[config.mk]
export PLATFORM = sky130hd
export DESIGN_NAME = operator_level
export DESIGN_NICKNAME = d
export VERILOG_FILES = /design/src/source/opl3_pkg.sv /design/src/source/ksl_add_rom.sv /design/src/source/stage_delay.sv /design/src/source/atten_sum.sv /design/src/source/atten_to_gain.sv /design/src/source/operator_level.sv
export VERILOG_INCLUDE_DIRS = /design/src /design/src/include
export SDC_FILE = /design/constraint.sdc
export NUM_CORES = 1
export LEC_CHECK = 0
export ABC_AREA = 1
export BUFFER_PORTS_ARGS = -buffer_cell sky130_fd_sc_hd__buf_2
export CAP_MARGIN = 20
export CORE_UTILIZATION = 50
export CTS_CLUSTER_DIAMETER = 200
export DETAILED_ROUTE_END_ITERATION = 12
export HOLD_SLACK_MARGIN = 0.03
export PLACE_DENSITY = 0.79
export SLEW_MARGIN = 10
export SYNTH_ARGS = -nofsm -noshare
export SYNTH_HDL_FRONTEND = slang
export SYNTH_SLANG_ARGS = --single-unit
[constraint.sdc]
create_clock -name clk -period 2.66 [get_ports clk]
set_clock_uncertainty 0.15 [all_clocks]
set_input_delay 0.399 -clock clk [delete_from_list [all_inputs] [get_ports clk]]
set_output_delay 0.399 -clock clk [all_outputs]
set_load 0.03 [all_outputs]
[src/include/exp_table.svh]
// Case items of the exponential gain table, included inside a case on a 5-bit index
// Entry i holds round(4095 * 2^(-i/32)), the gain for one 1/32 octave step
// The enclosing block must declare exp_mant as a 12-bit variable
`ifndef EXP_TABLE_SVH
`define EXP_TABLE_SVH

5'd0:  exp_mant = 12'd4095;  // Unity gain at zero attenuation
5'd1:  exp_mant = 12'd4007;
5'd2:  exp_mant = 12'd3921;
5'd3:  exp_mant = 12'd3837;
5'd4:  exp_mant = 12'd3755;
5'd5:  exp_mant = 12'd3675;
5'd6:  exp_mant = 12'd3596;
5'd7:  exp_mant = 12'd3519;
5'd8:  exp_mant = 12'd3443;  // Quarter octave down
5'd9:  exp_mant = 12'd3370;
5'd10: exp_mant = 12'd3297;
5'd11: exp_mant = 12'd3227;
5'd12: exp_mant = 12'd3158;
5'd13: exp_mant = 12'd3090;
5'd14: exp_mant = 12'd3024;
5'd15: exp_mant = 12'd2959;
5'd16: exp_mant = 12'd2896;  // Half octave, 4095 / sqrt(2)
5'd17: exp_mant = 12'd2834;
5'd18: exp_mant = 12'd2773;
5'd19: exp_mant = 12'd2713;
5'd20: exp_mant = 12'd2655;
5'd21: exp_mant = 12'd2598;
5'd22: exp_mant = 12'd2543;
5'd23: exp_mant = 12'd2488;
5'd24: exp_mant = 12'd2435;  // Three quarters of an octave down
5'd25: exp_mant = 12'd2383;
5'd26: exp_mant = 12'd2332;
5'd27: exp_mant = 12'd2282;
5'd28: exp_mant = 12'd2233;
5'd29: exp_mant = 12'd2185;
5'd30: exp_mant = 12'd2138;
5'd31: exp_mant = 12'd2092;  // Next entry would be the halved gain of the next shift

`endif

[src/source/opl3_pkg.sv]
// Shared widths and types for the operator attenuation-to-gain pipeline
// One attenuation unit is 0.1875 dB and the attenuation saturates at 511
// The operator index width is derived from the operator count of one frame
package opl3_pkg;

    localparam int REG_FNUM_WIDTH  = 10;  // F-number register field
    localparam int REG_BLOCK_WIDTH = 3;   // Octave block register field
    localparam int REG_KSL_WIDTH   = 2;   // Key scale level setting
    localparam int REG_TL_WIDTH    = 6;   // Total level, 0.75 dB per step

    localparam int ATTEN_WIDTH     = 9;   // Attenuation in 0.1875 dB units
    localparam int KSL_ADD_WIDTH   = 8;   // Largest key-scale addition is 224
    localparam int GAIN_WIDTH      = 12;  // Unsigned linear gain

    localparam int NUM_OPERATORS   = 36;  // Two banks of 18 operator slots
    localparam int OP_IDX_WIDTH    = $clog2(NUM_OPERATORS);

    typedef logic [OP_IDX_WIDTH-1:0] op_idx_t;
    typedef logic [ATTEN_WIDTH-1:0]  atten_t;
    typedef logic [GAIN_WIDTH-1:0]   gain_t;

    // Register settings of one operator as they arrive with the sample
    typedef struct packed {
        logic [REG_FNUM_WIDTH-1:0]  fnum;   // Top four bits select the KSL ROM row
        logic [REG_BLOCK_WIDTH-1:0] block;
        logic [REG_KSL_WIDTH-1:0]   ksl;
        logic [REG_TL_WIDTH-1:0]    tl;
    } op_regs_t;

    // Side data that waits while the key-scale ROM works
    typedef struct packed {
        op_idx_t op_idx;
        atten_t  env;                       // Envelope level from the EG, not computed here
    } level_side_t;

    // Side data that follows the sum and gain stages
    typedef struct packed {
        op_idx_t op_idx;
    } gain_side_t;

endpackage

[src/source/ksl_add_rom.sv]
// Key-scale-level addition with two cycles of latency and no valid of its own
// ROM values come from the real chip; only the top four F-number bits are used
// Output is in 0.1875 dB units and is zero for KSL 0 or low notes
`timescale 1ns/1ps

module ksl_add_rom
    import opl3_pkg::*;
(
    input  logic                       clk,
    input  logic                       arst_n,
    input  logic [REG_FNUM_WIDTH-1:0]  fnum,
    input  logic [REG_BLOCK_WIDTH-1:0] block,
    input  logic [REG_KSL_WIDTH-1:0]   ksl,
    output logic [KSL_ADD_WIDTH-1:0]   ksl_add
);
    localparam logic signed [KSL_ADD_WIDTH-1:0] BLOCK_BIAS = 8;  // Block 8 would be the top octave

    logic [3:0]                      fnum_hi;
    logic [6:0]                      rom_q;       // ROM row, cycle 1
    logic signed [KSL_ADD_WIDTH-1:0] blk_ofs_q;   // Block minus 8, cycle 1
    logic [REG_KSL_WIDTH-1:0]        ksl_q;       // KSL setting aligned with cycle 1
    logic signed [KSL_ADD_WIDTH-1:0] level_t;     // T = R + 8 * (block - 8), range -64 to 56
    logic [KSL_ADD_WIDTH-1:0]        level_pos;   // T as unsigned once known positive

    assign fnum_hi = fnum[REG_FNUM_WIDTH-1 -: 4];  // Row select

    always_ff @(posedge clk or negedge arst_n) begin
        if (!arst_n) begin
            rom_q     <= '0;
            blk_ofs_q <= '0;
            ksl_q     <= '0;
        end else begin
            case (fnum_hi)
                4'd0:  rom_q <= 7'd0;
                4'd1:  rom_q <= 7'd32;
                4'd2:  rom_q <= 7'd40;
                4'd3:  rom_q <= 7'd45;
                4'd4:  rom_q <= 7'd48;
                4'd5:  rom_q <= 7'd51;
                4'd6:  rom_q <= 7'd53;
                4'd7:  rom_q <= 7'd55;
                4'd8:  rom_q <= 7'd56;
                4'd9:  rom_q <= 7'd58;
                4'd10: rom_q <= 7'd59;
                4'd11: rom_q <= 7'd60;
                4'd12: rom_q <= 7'd61;
                4'd13: rom_q <= 7'd62;
                4'd14: rom_q <= 7'd63;
                4'd15: rom_q <= 7'd64;
            endcase
            blk_ofs_q <= $signed(KSL_ADD_WIDTH'(block)) - BLOCK_BIAS;  // Always negative
            ksl_q     <= ksl;
        end
    end

    assign level_t   = $signed(KSL_ADD_WIDTH'(rom_q)) + (blk_ofs_q <<< 3);
    assign level_pos = $unsigned(level_t);

    // The scale factors follow the chip: KSL 1 doubles, KSL 3 quadruples
    always_ff @(posedge clk or negedge arst_n) begin
        if (!arst_n) begin
            ksl_add <= '0;
        end else if (ksl_q == '0 || level_t <= 0) begin
            ksl_add <= '0;                  // No scaling, or clamped at low notes
        end else begin
            case (ksl_q)
                2'd1:    ksl_add <= level_pos << 1;
                2'd2:    ksl_add <= level_pos;
                default: ksl_add <= level_pos << 2;  // KSL 3, max 224 fits the width
            endcase
        end
    end

endmodule

[src/source/stage_delay.sv]
// Fixed-depth delay line for a valid strobe and a payload of any packed type
// There is no stall; every entry moves on each clock
// DEPTH must be at least 1
`timescale 1ns/1ps

module stage_delay #(
    parameter type payload_t = logic,
    parameter int  DEPTH     = 2
) (
    input  logic     clk,
    input  logic     arst_n,
    input  logic     in_valid,
    input  payload_t in_data,
    output logic     out_valid,
    output payload_t out_data
);
    logic [DEPTH-1:0] valid_q;              // Index 0 is the newest entry
    payload_t         data_q [DEPTH];

    always_ff @(posedge clk or negedge arst_n) begin
        if (!arst_n) begin
            valid_q <= '0;
            for (int i = 0; i < DEPTH; i++) begin
                data_q[i] <= '0;
            end
        end else begin
            valid_q[0] <= in_valid;
            data_q[0]  <= in_data;          // Moves even when invalid, downstream ignores it
            for (int i = 1; i < DEPTH; i++) begin
                valid_q[i] <= valid_q[i-1];
                data_q[i]  <= data_q[i-1];
            end
        end
    end

    assign out_valid = valid_q[DEPTH-1];
    assign out_data  = data_q[DEPTH-1];

endmodule

[src/source/atten_sum.sv]
// Total attenuation of one operator, registered one cycle after its strobe
// Sum is envelope + 4 * total level + key-scale addition
// Anything above 511 is clamped to 511, which is the silent end of the scale
`timescale 1ns/1ps

module atten_sum
    import opl3_pkg::*;
(
    input  logic                     clk,
    input  logic                     arst_n,
    input  logic                     in_valid,
    input  logic [KSL_ADD_WIDTH-1:0] ksl_add,
    input  logic [REG_TL_WIDTH-1:0]  tl,
    input  atten_t                   env,
    output logic                     atten_valid,
    output atten_t                   atten
);
    // Worst case is 511 + 252 + 224 = 987, so two extra bits cover it
    localparam int     SUM_WIDTH = ATTEN_WIDTH + 2;
    localparam atten_t ATTEN_MAX = '1;

    logic [SUM_WIDTH-1:0] env_ext;
    logic [SUM_WIDTH-1:0] tl_ext;          // Total level in attenuation units
    logic [SUM_WIDTH-1:0] ksl_ext;
    logic [SUM_WIDTH-1:0] sum_wide;
    atten_t               sum_sat;

    assign env_ext = SUM_WIDTH'(env);
    assign tl_ext  = SUM_WIDTH'(tl) << 2;  // One TL step is 0.75 dB, four units
    assign ksl_ext = SUM_WIDTH'(ksl_add);

    assign sum_wide = env_ext + tl_ext + ksl_ext;

    always_comb begin
        if (sum_wide > SUM_WIDTH'(ATTEN_MAX)) begin
            sum_sat = ATTEN_MAX;           // Saturate rather than wrap to a loud level
        end else begin
            sum_sat = sum_wide[ATTEN_WIDTH-1:0];
        end
    end

    always_ff @(posedge clk or negedge arst_n) begin
        if (!arst_n) begin
            atten_valid <= 1'b0;
            atten       <= '0;
        end else begin
            atten_valid <= in_valid;
            atten       <= sum_sat;        // Registered every cycle, qualified by the strobe
        end
    end

endmodule

[src/source/atten_to_gain.sv]
// Attenuation to linear gain through a 32-entry exponential table and a shift
// Low five bits pick the table entry, high four bits halve the gain per step
// The input attenuation is re-registered so it leaves together with its gain
`timescale 1ns/1ps

module atten_to_gain
    import opl3_pkg::*;
(
    input  logic   clk,
    input  logic   arst_n,
    input  logic   in_valid,
    input  atten_t atten,
    output logic   gain_valid,
    output gain_t  gain,
    output atten_t atten_out
);
    logic [4:0] tab_idx;                   // Fraction of an octave in 1/32 steps
    logic [3:0] oct_shift;                 // Whole octaves, each one halves the gain
    gain_t      exp_mant;                  // Table entry for tab_idx
    gain_t      gain_next;

    assign tab_idx   = atten[4:0];
    assign oct_shift = atten[ATTEN_WIDTH-1:5];

    always_comb begin
        exp_mant = '0;
        case (tab_idx)
            `include "exp_table.svh"
        endcase
    end

    // A shift of 12 or more gives zero, so 511 ends at 2092 >> 15
    assign gain_next = exp_mant >> oct_shift;

    always_ff @(posedge clk or negedge arst_n) begin
        if (!arst_n) begin
            gain_valid <= 1'b0;
            gain       <= '0;
            atten_out  <= '0;
        end else begin
            gain_valid <= in_valid;
            gain       <= gain_next;
            atten_out  <= atten;           // Keeps out_atten aligned with out_gain
        end
    end

endmodule

[src/source/operator_level.sv]
// Attenuation-to-gain path of one time-multiplexed FM operator slot
// Latency is four cycles from in_valid to out_valid, one sample may enter per clock
// There is no back-pressure; the consumer must take every output
// Data on cycles without a strobe still moves through and is ignored
`timescale 1ns/1ps

module operator_level
    import opl3_pkg::*;
#(
    parameter int SIDE_DEPTH = 2           // Must equal the ksl_add_rom latency
) (
    input  logic     clk,
    input  logic     arst_n,
    input  logic     in_valid,
    input  op_idx_t  in_op_idx,
    input  op_regs_t in_regs,
    input  atten_t   in_env,
    output logic     out_valid,
    output op_idx_t  out_op_idx,
    output atten_t   out_atten,
    output gain_t    out_gain
);
    localparam int GAIN_DEPTH = 2;         // One cycle in atten_sum, one in atten_to_gain

    // The total level waits beside the ROM together with the index and envelope
    typedef struct packed {
        level_side_t             side;
        logic [REG_TL_WIDTH-1:0] tl;
    } front_side_t;

    front_side_t              front_in;
    front_side_t              front_out;
    logic                     front_valid;  // Strobe aligned with ksl_add
    logic [KSL_ADD_WIDTH-1:0] ksl_add;
    logic                     atten_valid;
    atten_t                   atten;
    logic                     gain_valid;
    gain_side_t               back_in;
    gain_side_t               back_out;
    logic                     back_valid;

    assign front_in.side.op_idx = in_op_idx;
    assign front_in.side.env    = in_env;
    assign front_in.tl          = in_regs.tl;

    ksl_add_rom ksl_add_rom_inst (
        .clk     (clk),
        .arst_n  (arst_n),
        .fnum    (in_regs.fnum),
        .block   (in_regs.block),
        .ksl     (in_regs.ksl),
        .ksl_add (ksl_add)
    );

    stage_delay #(
        .payload_t (front_side_t),
        .DEPTH     (SIDE_DEPTH)
    ) front_delay_inst (
        .clk       (clk),
        .arst_n    (arst_n),
        .in_valid  (in_valid),
        .in_data   (front_in),
        .out_valid (front_valid),
        .out_data  (front_out)
    );

    atten_sum atten_sum_inst (
        .clk         (clk),
        .arst_n      (arst_n),
        .in_valid    (front_valid),
        .ksl_add     (ksl_add),
        .tl          (front_out.tl),
        .env         (front_out.side.env),
        .atten_valid (atten_valid),
        .atten       (atten)
    );

    atten_to_gain atten_to_gain_inst (
        .clk        (clk),
        .arst_n     (arst_n),
        .in_valid   (atten_valid),
        .atten      (atten),
        .gain_valid (gain_valid),
        .gain       (out_gain),
        .atten_out  (out_atten)
    );

    assign back_in.op_idx = front_out.side.op_idx;

    stage_delay #(
        .payload_t (gain_side_t),
        .DEPTH     (GAIN_DEPTH)
    ) back_delay_inst (
        .clk       (clk),
        .arst_n    (arst_n),
        .in_valid  (front_valid),
        .in_data   (back_in),
        .out_valid (back_valid),
        .out_data  (back_out)
    );

    assign out_valid  = gain_valid & back_valid;  // Both strobes coincide, the AND keeps them tied
    assign out_op_idx = back_out.op_idx;

endmodule

After elaboration in Yosys (flattened, before gate mapping)
Memories as Yosys holds them, arrays and structs flattened. A register that Yosys moved wholly into a read port is not among the register bits.
Cells that the tools add are included.
{ "word_totals": {"out_inout_bits": 28, "elab_cells": 36, "memories": 2, "romBits": 464, "in_bits": 39, "register_bits": 105} }
{ "classes": {"reduce_logical": 3, "addsub": 4, "bitwise": 1, "muxes": 3, "n_lt_le_gt_ge": 2, "n_eq_ne": 2, "shift": 1} }
{ "mem_list": {"columns": ["name", "words", "width", "read_ports", "rd_ports_with_merged_regs", "write_ports", "line", "rtl"], "rows": [
  ["(name not given)", 32, 11, 1, 0, 0, "atten_to_gain.sv:27", "case (tab_idx)"],
  ["(name not given)", 16, 7, 1, 1, 0, "ksl_add_rom.sv:33", "case (fnum_hi)"]
]} }
{ "op_table": {"columns": ["operator", "n"], "rows": [
  ["8-bit one-hot mux with 2 select lines", 1],
  ["12-bit by 4-bit >> shifter with 12-bit output", 1],
  ["11-bit by 8-bit adder with 11-bit output", 1],
  ["11-bit by 9-bit > comparator with 1-bit output, second input constant", 1],
  ["9-bit by 8-bit adder with 10-bit output", 1],
  ["9-bit 2-to-1 mux", 1],
  ["8-bit adder", 1],
  ["8-bit by 1-bit less-or-equal comparator with 1-bit output, second input constant", 1],
  ["8-bit 2-to-1 mux", 1],
  ["3-bit by 4-bit subtractor with 5-bit output, second input constant", 1],
  ["2-bit by 1-bit equality test with 1-bit output, second input constant", 1],
  ["2-bit equality test, second input constant", 1],
  ["2-bit zero test", 1],
  ["1-bit AND", 1],
  ["1-bit zero test", 1],
  ["1-bit logical OR", 1]
]} }

Longest topological paths before layout
Gate-level depths: netlist of run 1.
{ "depth": {"word_depth": 4, "mapped_depth": 17, "ltp_nobuf": 17} }

Hierarchy
A second synthesis of run 1 with hierarchy kept.
{ "hier_totals": {"hier_cells": 594, "area_unflattened_um2": 5408.9} }
{ "modules_own_cells": {"columns": ["module", "instances", "seq_area_each_um2", "cells_per_inst", "area_each_um2"], "rows": [
  ["atten_to_gain", 1, 550.5, 252, 1659.1],
  ["stage_delay at front_delay_inst", 1, 1101.1, 65, 1258.7],
  ["ksl_add_rom", 1, 525.5, 137, 1156.1],
  ["atten_sum", 1, 250.2, 118, 932.1],
  ["stage_delay at back_delay_inst", 1, 350.3, 20, 395.4],
  ["operator_level", 1, 0.0, 2, 7.5]
]} }

Least setup slack after synthesis of run 1
Ideal clock, no wire load.
{ "synth_timing": {"path_kind": "register to register", "from": "register front_delay_inst.data_q (netlist bit front_delay_inst.out_data[8])", "to": "register atten_sum_inst.atten[0]", "setup_time_ps": 123, "required_ps": 2387, "n_path_buf": 0, "t_arrival_ps": 2228, "setup_slack_ps": 159, "period_less_slack_ps": 2501, "stages_incl_launch_ff": 18, "cell_sequence": "dfrtp_1 > ha_1 > inv_1 > fa_1 > nand3b_1 > nand2_1 > xor2_1 > ha_1 > nand2_1 > inv_1 > nand3_1 > o211ai_1 > nand2_1 > nand2_1 > inv_1 > nand2_1 > nand2_2 > nand2_1"} }
{ "synth_via": {"elab_chain_len": 4} }
{ "synth_lines": {"columns": ["element", "line", "rtl"], "rows": [
  ["start: declaration", "stage_delay.sv:18", "payload_t data_q [DEPTH];"],
  ["start signal: indexed assignment", "stage_delay.sv:31", "data_q[i] <= data_q[i-1];"],
  ["9-bit by 8-bit adder with 10-bit output", "atten_sum.sv:32", "assign sum_wide = env_ext + tl_ext + ksl_ext;"],
  ["11-bit by 8-bit adder with 11-bit output", "atten_sum.sv:32", null],
  ["11-bit by 9-bit > comparator with 1-bit output", "atten_sum.sv:35", "if (sum_wide > SUM_WIDTH'(ATTEN_MAX)) begin"],
  ["9-bit 2-to-1 mux", "atten_sum.sv:35", null],
  ["named net atten_sum_inst.sum_sat[0]", "atten_sum.sv:26", "atten_t sum_sat;"],
  ["end signal: assignment", "atten_sum.sv:48", "atten <= sum_sat;"],
  ["end: declaration", "atten_sum.sv:16", "output atten_t atten"]
]} }
The timed path passes the listed nets, and every way through them passes these cells.

Final worst setup path of run 1
{ "layout_timing": {"from": "register front_delay_inst.data_q (netlist bit front_delay_inst.out_data[10])", "to": "register atten_sum_inst.atten[7]"} }
{ "layout_via": {"elab_chain_len": 4} }
{ "layout_lines": {"columns": ["element", "line"], "rows": [
  ["9-bit by 8-bit adder with 10-bit output (*)", "atten_sum.sv:32"],
  ["11-bit by 8-bit adder with 11-bit output (*)", "atten_sum.sv:32"],
  ["11-bit by 9-bit > comparator with 1-bit output", "atten_sum.sv:35"],
  ["9-bit 2-to-1 mux (*)", "atten_sum.sv:35"],
  ["named net atten_sum_inst.sum_sat[7]", "atten_sum.sv:26"]
]} }
Mark *: on every way through the listed nets, which the timed path passes. The rest lies on a longest branch.

==> results.ini, run 1 <==
[outcome]
status = finished, violations left
violations = negative setup slack

[floorplanning]
floorplan.core_area_sq_um = 9730
die_area_sq_um = 10400
floorplan.initialDensity = 0.516
pin_count = 67
die-width_um = 102
die_height_um = 102
rows = 36

[placement]
placedCellCount = 694
io_buffers = 60
place.detailed.hpwl_um = 6250
gp_congestion = 0.951
placed_cell_area_sq_um = 5420

[hold_path]
timing.hold.worst_path_depth = 2
hold_path.class = in2reg
hold_path.startpoint = in_regs[19]

[drt]
routed_via_density = 5.16
detailroute.via_count = 3877
first_iter_violations = 208
drc = 0
wl_per_cell_um = 12.9
routed_wl_um = 9680
antenna_left = 0
detail_route.first_pass.iterations = 5

[global_route]
grt_antenna_before_repair = 0
grt_pass1_vias = 3686
track_usage = 0.203
grt_overflow_total = 0
grt_max_degree = 58
grt_pass1_wl_um = 16300

[cells_and_area]
post_route_cells_drive_above_1_share = 0.215
fillerInstances = 775
final_area_sq_um = 6060
layout.core_utilization = 0.623
area_of_the_multi_input_gates_sq_um = 2020
nNetsFinal = 688
seq_area_sq_um = 2730
area_growth_syn_to_layout_pct = 20.8
antenna-diode-count = 0
final_cell_count_no_fill = 751

[clocking]
cts_num_sinks = 109
max-clock-path-buffers = 2
worst_skew_pair.late_latency_ns = 0.38
cts_inserted_buffers = 9
cts_root_buffer = clkbuf_8
cts_tree = yes
clk_pin_slew_ns = 0.10
htreeDepth = 3

[setup_path]
worst-path-buf-inv = 2
cp.required_ns = 2.83
slowest_delay_ns = 0.38
critical_path.most_common_cell = nand2_1
crit_type = reg2reg
cpLargestDelayFamily = simple AND/OR/NAND/NOR gates
path_cells = ha_1 -> a21oi_1 -> nand2_1 -> a21boi_2 -> xnor2_1 -> ha_1 -> nand2_1 -> buf_4 -> o211ai_1 -> nand2_1 -> nand2_1 -> inv_1 -> nand2_2 -> nand2_4 -> nand2_1
crit_start = front_delay_inst.out_data[10]
critical-path-slowest-cell = dfrtp_1
worst_r2r_path_depth = 15
critPathCaptureType = flop
startpoint_of_the_most_critical_register_to_register_path = front_delay_inst.out_data[10]
startpoint_type = flop
worst-endpoint-arrival_ns = 3.06
worst-path-max-fanout = 5
cp.depth = 15
regToRegSetupSlack_ns = -0.23

[sta]
whs_ns = 0.172
layout_min_cycle_time_ns = 2.89
max_freq_ghz = 0.347
report.final.setup_viol = 9
rsz0062_at_grt = yes
slew_viol_final = 0
hold_viol = 0
max_slew_margin = 0.623
timing.final.ws_setup_ns = -0.226
worst_slew_pin_slew_ns = 0.561
final.period_utilization = 1.08

[power]
leakage_nw = 3.09
power_density_nw_per_um2 = 879
worst_ir_drop_vdd_mv = 0.429

[yosys]
postSynthNetCount = 587
yosys_warnings = 0
synth.avg_cell_area_sq_um = 9.80
mappedNetlistArea_sq_um = 5020
dominantRegCellSynth = dfrtp_1
async_reset_ff_frac = 1.00
synth_enable_flop_cells = 0
synth_cell_types = 37
synth_seq_area_share = 0.544
synthesis.instances = 512
synth.ff_latch_count = 109

[run]
maxCapViolations = 0

==> synthesized netlist by cell type, types with 3 or more instances <==
library cell	n	area [sq um]
buf_6	5	56.3
buf_4	6	45.0
nand3_2	7	70.1
clkbuf_1	3	11.3
xor2_1	8	70.1
o21ai_1	6	30.0
inv_1	44	165
fa_1	3	60.1
a21oi_1	24	120
nand2_1	118	443
o21ai_0	15	75.1
a221oi_1	4	35.0
nor2_1	18	67.6
ha_1	33	413
nand3_1	60	300
nor3_1	6	30.0
xnor2_1	6	52.6
o211ai_1	5	37.5
dfrtp_1	109	2730
nand2_2	5	31.3
buf_2	6	30.0
==> through the flow <==
step / total power [mW] / setup slack (ns) / setup TNS (ns)
global placement: 4.16 / 0.0174 / 0
CTS: 5.27 / -0.0604 / -0.441
floorplan: 3.76 / 0.159 / 0
global route: 5.74 / -0.343 / -2.92
finish: 5.33 / -0.226 / -1.96
detailed placement: 4.20 / -0.173 / -1.46
==> final timing paths <==
path | end
setup / recovery | atten_sum_inst.atten[7]
setup reg to reg | atten_sum_inst.atten[7]
min in group asynchronous | atten_to_gain_inst.gain[4]
hold / removal | ksl_add_rom_inst.rom_q[3]
hold reg to reg | front_delay_inst.out_data[10]
max in group asynchronous | front_delay_inst.data_q[26]
==> power breakdown <==
part,internal (mW),switching [mW],leakage (nW),total [mW]
Combinational,0.800,1.43,1.70,2.23
Clock,0.393,0.587,0.103,0.981
Sequential,1.89,0.224,1.29,2.11
Total,3.08,2.25,3.09,5.33
==> state kept, by name, summed over array words and instances (netlist names) <==
name / cells
ksl_add_rom_inst.ksl_q: 2
ksl_add_rom_inst.blk_ofs_q: 4
back_delay_inst.data_q: 6
front_delay_inst.data_q: 21
front_delay_inst.out_data: 21
ksl_add_rom_inst.rom_q: 7
back_delay_inst.valid_q: 1
atten_to_gain_inst.gain: 12
ksl_add_rom_inst.ksl_add: 8
atten_to_gain_inst.atten_out: 9
atten_to_gain_inst.gain_valid: 1
atten_sum_inst.atten: 9
back_delay_inst.out_data: 6
front_delay_inst.valid_q: 2
==> cells in the final DEF (no fill, tap or decap), types with 15 or more instances in the layout <==
cell | Yosys | layout
nand2_1 | 118 | 112
buf_2 | 6 | 59
buf_4 | 6 | 22
o21ai_0 | 15 | 15
inv_1 | 44 | 43
dlygate4sd3_1 | 0 | 28
nand3_1 | 60 | 59
a21oi_1 | 24 | 21
nor2_1 | 18 | 18
dfrtp_1 | 109 | 109
ha_1 | 33 | 32
==> final cells by class <==
class,instances,area share
Sequential cell,109,0.450
Multi-Input combinational cell,337,0.334
Timing Repair Buffer,110,0.126
Inverter,46,0.0289
Tap cell,133,0.0275
Clock buffer,10,0.0227
Clock inverter,6,0.0112
==> timing repair <==
item / in CTS / in global routing
setup buffers: 10 / 2
cloned: 1 / 0
pin swaps: 13 / 7
gates resized for setup: 10 / 8
setup endpoints to repair: 9 / 9
endpoints found under the hold margin: 50 / 0
hold buffers: 28 / 0
==> worst reg2reg max path, stage by stage (launching register included) <==
cell and delay, ns:
dfrtp_1 0.38, ha_1 0.34, a21oi_1 0.15, nand2_1 0.12, a21boi_2 0.19, xnor2_1 0.09, ha_1 0.34, nand2_1 0.09
buf_4 0.14, o211ai_1 0.29, nand2_1 0.12, nand2_1 0.10, inv_1 0.05, nand2_2 0.12, nand2_4 0.09, nand2_1 0.08
==> metal layers <==
| layer | track usage | wire [um] | up-vias |
|---|---|---|---|
| met5 | 0 | 0 | - |
| met4 | 0.0824 | 252 | 0 |
| met3 | 0.0445 | 427 | 31 |
| met2 | 0.359 | 5180 | 149 |
| li1 | - | - | 1871 |
| met1 | 0.240 | 3820 | 1826 |
==> logic make-up after synthesis <==
family | after synthesis | synth area share
simple gates | 222 | 0.199
flops | 109 | 0.544
buf+inv | 67 | 0.0648
compound gates | 63 | 0.0728
fa+ha+maj | 36 | 0.0943
xor+xnor | 14 | 0.0244
other cells | 1 | 0.000747
No activity file was read; power rests on OpenSTA's default activity.
==> run 2, diff against run 1 <==
==> constraint.sdc (replaced) <==
create_clock -name clk -period 2.66 [get_ports clk]
set_clock_uncertainty 0.15 [all_clocks]
set_input_delay 0.133 -clock clk [delete_from_list [all_inputs] [get_ports clk]]
set_output_delay 0.133 -clock clk [all_outputs]
set_load 0.03 [all_outputs]
==> run 2 against run 1 <==
The flow now finishes without violations. Count of clock-buffer cells in the layout decreased by 1. Clock power decreased by 5.8%. Sequential cell count unchanged. Design area decreased by 0.50%. Register-to-register slack improved by 0.24 ns. Sequential share of layout area increased by 0.22 points. Critical endpoint is now atten_sum_inst.atten[2].
==> results.ini, run 2 (synthesized netlist as in run 1, its figures left out) <==
[power]
p_seq_frac = 0.404  ; +0.008
intPower_mw = 3.01  ; -2.3%
clkPwrFrac = 0.178  ; -0.006
net_switching_power_of_the_design_mw = 2.19  ; -2.5%
worst_ir_drop_vdd_mv = 0.407  ; -5.3%
leakage_nw = 3.05  ; -1.4%
power_density_nw_per_um2 = 862  ; -1.9%
p_sw_frac = 0.421  ; -0.000562
comb_power_share = 0.419  ; about the same

[cells_and_area]
final_cell_count_no_fill = 746  ; -0.67%
post_route_cells_drive_above_1_share = 0.197  ; -0.0178
layout_commonest_cell = nand2_1
area_growth_syn_to_layout_pct = 20.2
antenna-diode-count = 0  ; unchanged
seq_area_sq_um = 2730  ; unchanged
area_of_the_multi_input_gates_sq_um = 2030  ; +0.19%
most-common-layout-cells = nand2_1, dfrtp_1, nand3_1
fillerInstances = 805  ; +3.9%
nNetsFinal = 684  ; -0.58%

[clocking]
worst_skew_pair.late_latency_ns = 0.37  ; about the same
clk_pin_slew_ns = 0.10  ; about the same
cts_inserted_buffers = 9  ; unchanged
cts_tree = yes
max-clock-path-buffers = 2  ; unchanged
cts_root_buffer = clkbuf_8
cts_num_sinks = 109  ; unchanged
htreeDepth = 3  ; unchanged

[global_route]
grt_max_degree = 58  ; unchanged
track_usage = 0.201  ; -0.00217
grt_pass1_vias = 3719  ; +0.90%
grt_overflow_total = 0  ; unchanged
grt_pass1_wl_um = 16200  ; -0.93%
grt_antenna_before_repair = 0  ; unchanged

[sta]
layout_min_cycle_time_ns = 2.64  ; -0.244 ns
final.period_utilization = 0.993  ; -0.0916
max_freq_ghz = 0.379  ; +9.2%
rsz0062_at_grt = yes
max_slew_margin = 0.557  ; -0.0667
worst_slew_pin_slew_ns = 0.665  ; +0.104 ns
setup_total_negative_slack_ns = 0  ; +1.96 ns
hold_viol = 0  ; unchanged
slew_viol_final = 0  ; unchanged
report.final.setup_viol = 0  ; -9

[floorplanning]
die_height_um = 102  ; unchanged
pin_count = 67  ; unchanged
rows = 36  ; unchanged
floorplan.initialDensity = 0.516  ; unchanged
die_area_sq_um = 10400  ; unchanged
floorplan.core_area_sq_um = 9730  ; unchanged
die-width_um = 102  ; unchanged

[placement]
io_buffers = 60  ; unchanged
place.detailed.hpwl_um = 6470  ; +3.5%
placedCellCount = 692  ; -0.29%
gp_congestion = 0.926  ; -2.6%

[setup_path]
critPathCaptureType = flop
startpoint_type = flop
worst-endpoint-arrival_ns = 2.76  ; -0.30 ns
crit_type = reg2reg
cp.required_ns = 2.78  ; -0.05 ns
worst-path-max-fanout = 5  ; unchanged

[drt]
routed_wl_um = 9180  ; -5.2%
detail_route.first_pass.iterations = 5  ; unchanged
routed_via_density = 5.11  ; -0.99%
wl_per_cell_um = 12.3  ; -4.6%
antenna_left = 0  ; unchanged
first_iter_violations = 130  ; -38%
drc = 0  ; unchanged
detailroute.via_count = 3813  ; -1.7%

[outcome]
status = complete, no violations

[hold_path]
hold_path.class = in2async

[run]
maxCapViolations = 0  ; unchanged

-- run 2: layer usage --
metal	vias up	global-route usage	wire length, um
met5	-	0	0
met2	103	0.361	4920
met4	0	0.0901	265
met1	1814	0.228	3640
met3	29	0.0445	346
li1	1867	-	-
-- run 2: worst max-delay path, cell delays in order (launching register included) --
cell	delay, ns
dfrtp_1	0.38
ha_1	0.34
a21oi_1	0.24
a21boi_2	0.22
xnor2_1	0.13
ha_1	0.28
buf_4	0.16
inv_1	0.07
nor2_1	0.05
o21ai_2	0.14
nand3b_1	0.18
nand2_4	0.14
nand2_1	0.06
-- run 2: through the flow --
step | hold slack (ns) | util | instance area [sq um] | power [mW] | setup WS (ns)
2_1_floorplan | -0.313 | - | 5020 | 3.76 | 0.159
3_3_place_gp | 0.0481 | 0.556 | 5410 | 4.16 | 0.0359
3_5_place_dp | 0.0607 | 0.556 | 5410 | 4.21 | -0.0675
4_1_cts | 0.193 | 0.614 | 5970 | 5.20 | 0.00470
5_1_grt | 0.201 | 0.620 | 6030 | 5.65 | -0.150
6_report | 0.180 | 0.620 | 6030 | 5.20 | 0.0181
-- run 2: path summary, 6_finish.rpt --
kind,startpoint,to,slack [ns],depth (start not counted)
setup / recovery,front_delay_inst.out_data[12],atten_sum_inst.atten[2],0.02,12
hold / removal,arst_n,atten_to_gain_inst.atten_out[3],0.18,2
setup reg to reg,front_delay_inst.out_data[12],atten_sum_inst.atten[2],0.02,12
hold reg to reg,front_delay_inst.data_q[26],front_delay_inst.out_data[5],0.19,0
max in group asynchronous,arst_n,front_delay_inst.out_data[4],1.48,3
min in group clk,front_delay_inst.data_q[26],front_delay_inst.out_data[5],0.19,0
-- run 2: cell type report --
type / count / share of cell area
Clock buffer: 9 / 0.0205
Tap cell: 133 / 0.0276
Sequential cell: 109 / 0.452
Clock inverter: 6 / 0.00996
Inverter: 46 / 0.0291
Timing Repair Buffer: 106 / 0.124
Multi-Input combinational cell: 337 / 0.336
-- run 2: power groups by stage --
stage,clock network [mW],registers (mW),logic (mW)
2_1_floorplan,0,2.25,1.52
3_3_place_gp,0,2.12,2.04
3_5_place_dp,0,2.13,2.08
4_1_cts,0.960,2.10,2.15
5_1_grt,1.02,2.15,2.48
6_report,0.924,2.10,2.18
-- run 2: repair_timing --
action                     CTS  global route
cloned                       1             0
hold endpoints to repair    86             0
pin swaps                    3            11
hold buffers                35             0
setup buffers                1             2
gates resized for setup      5            13
setup endpoints to repair    9             9
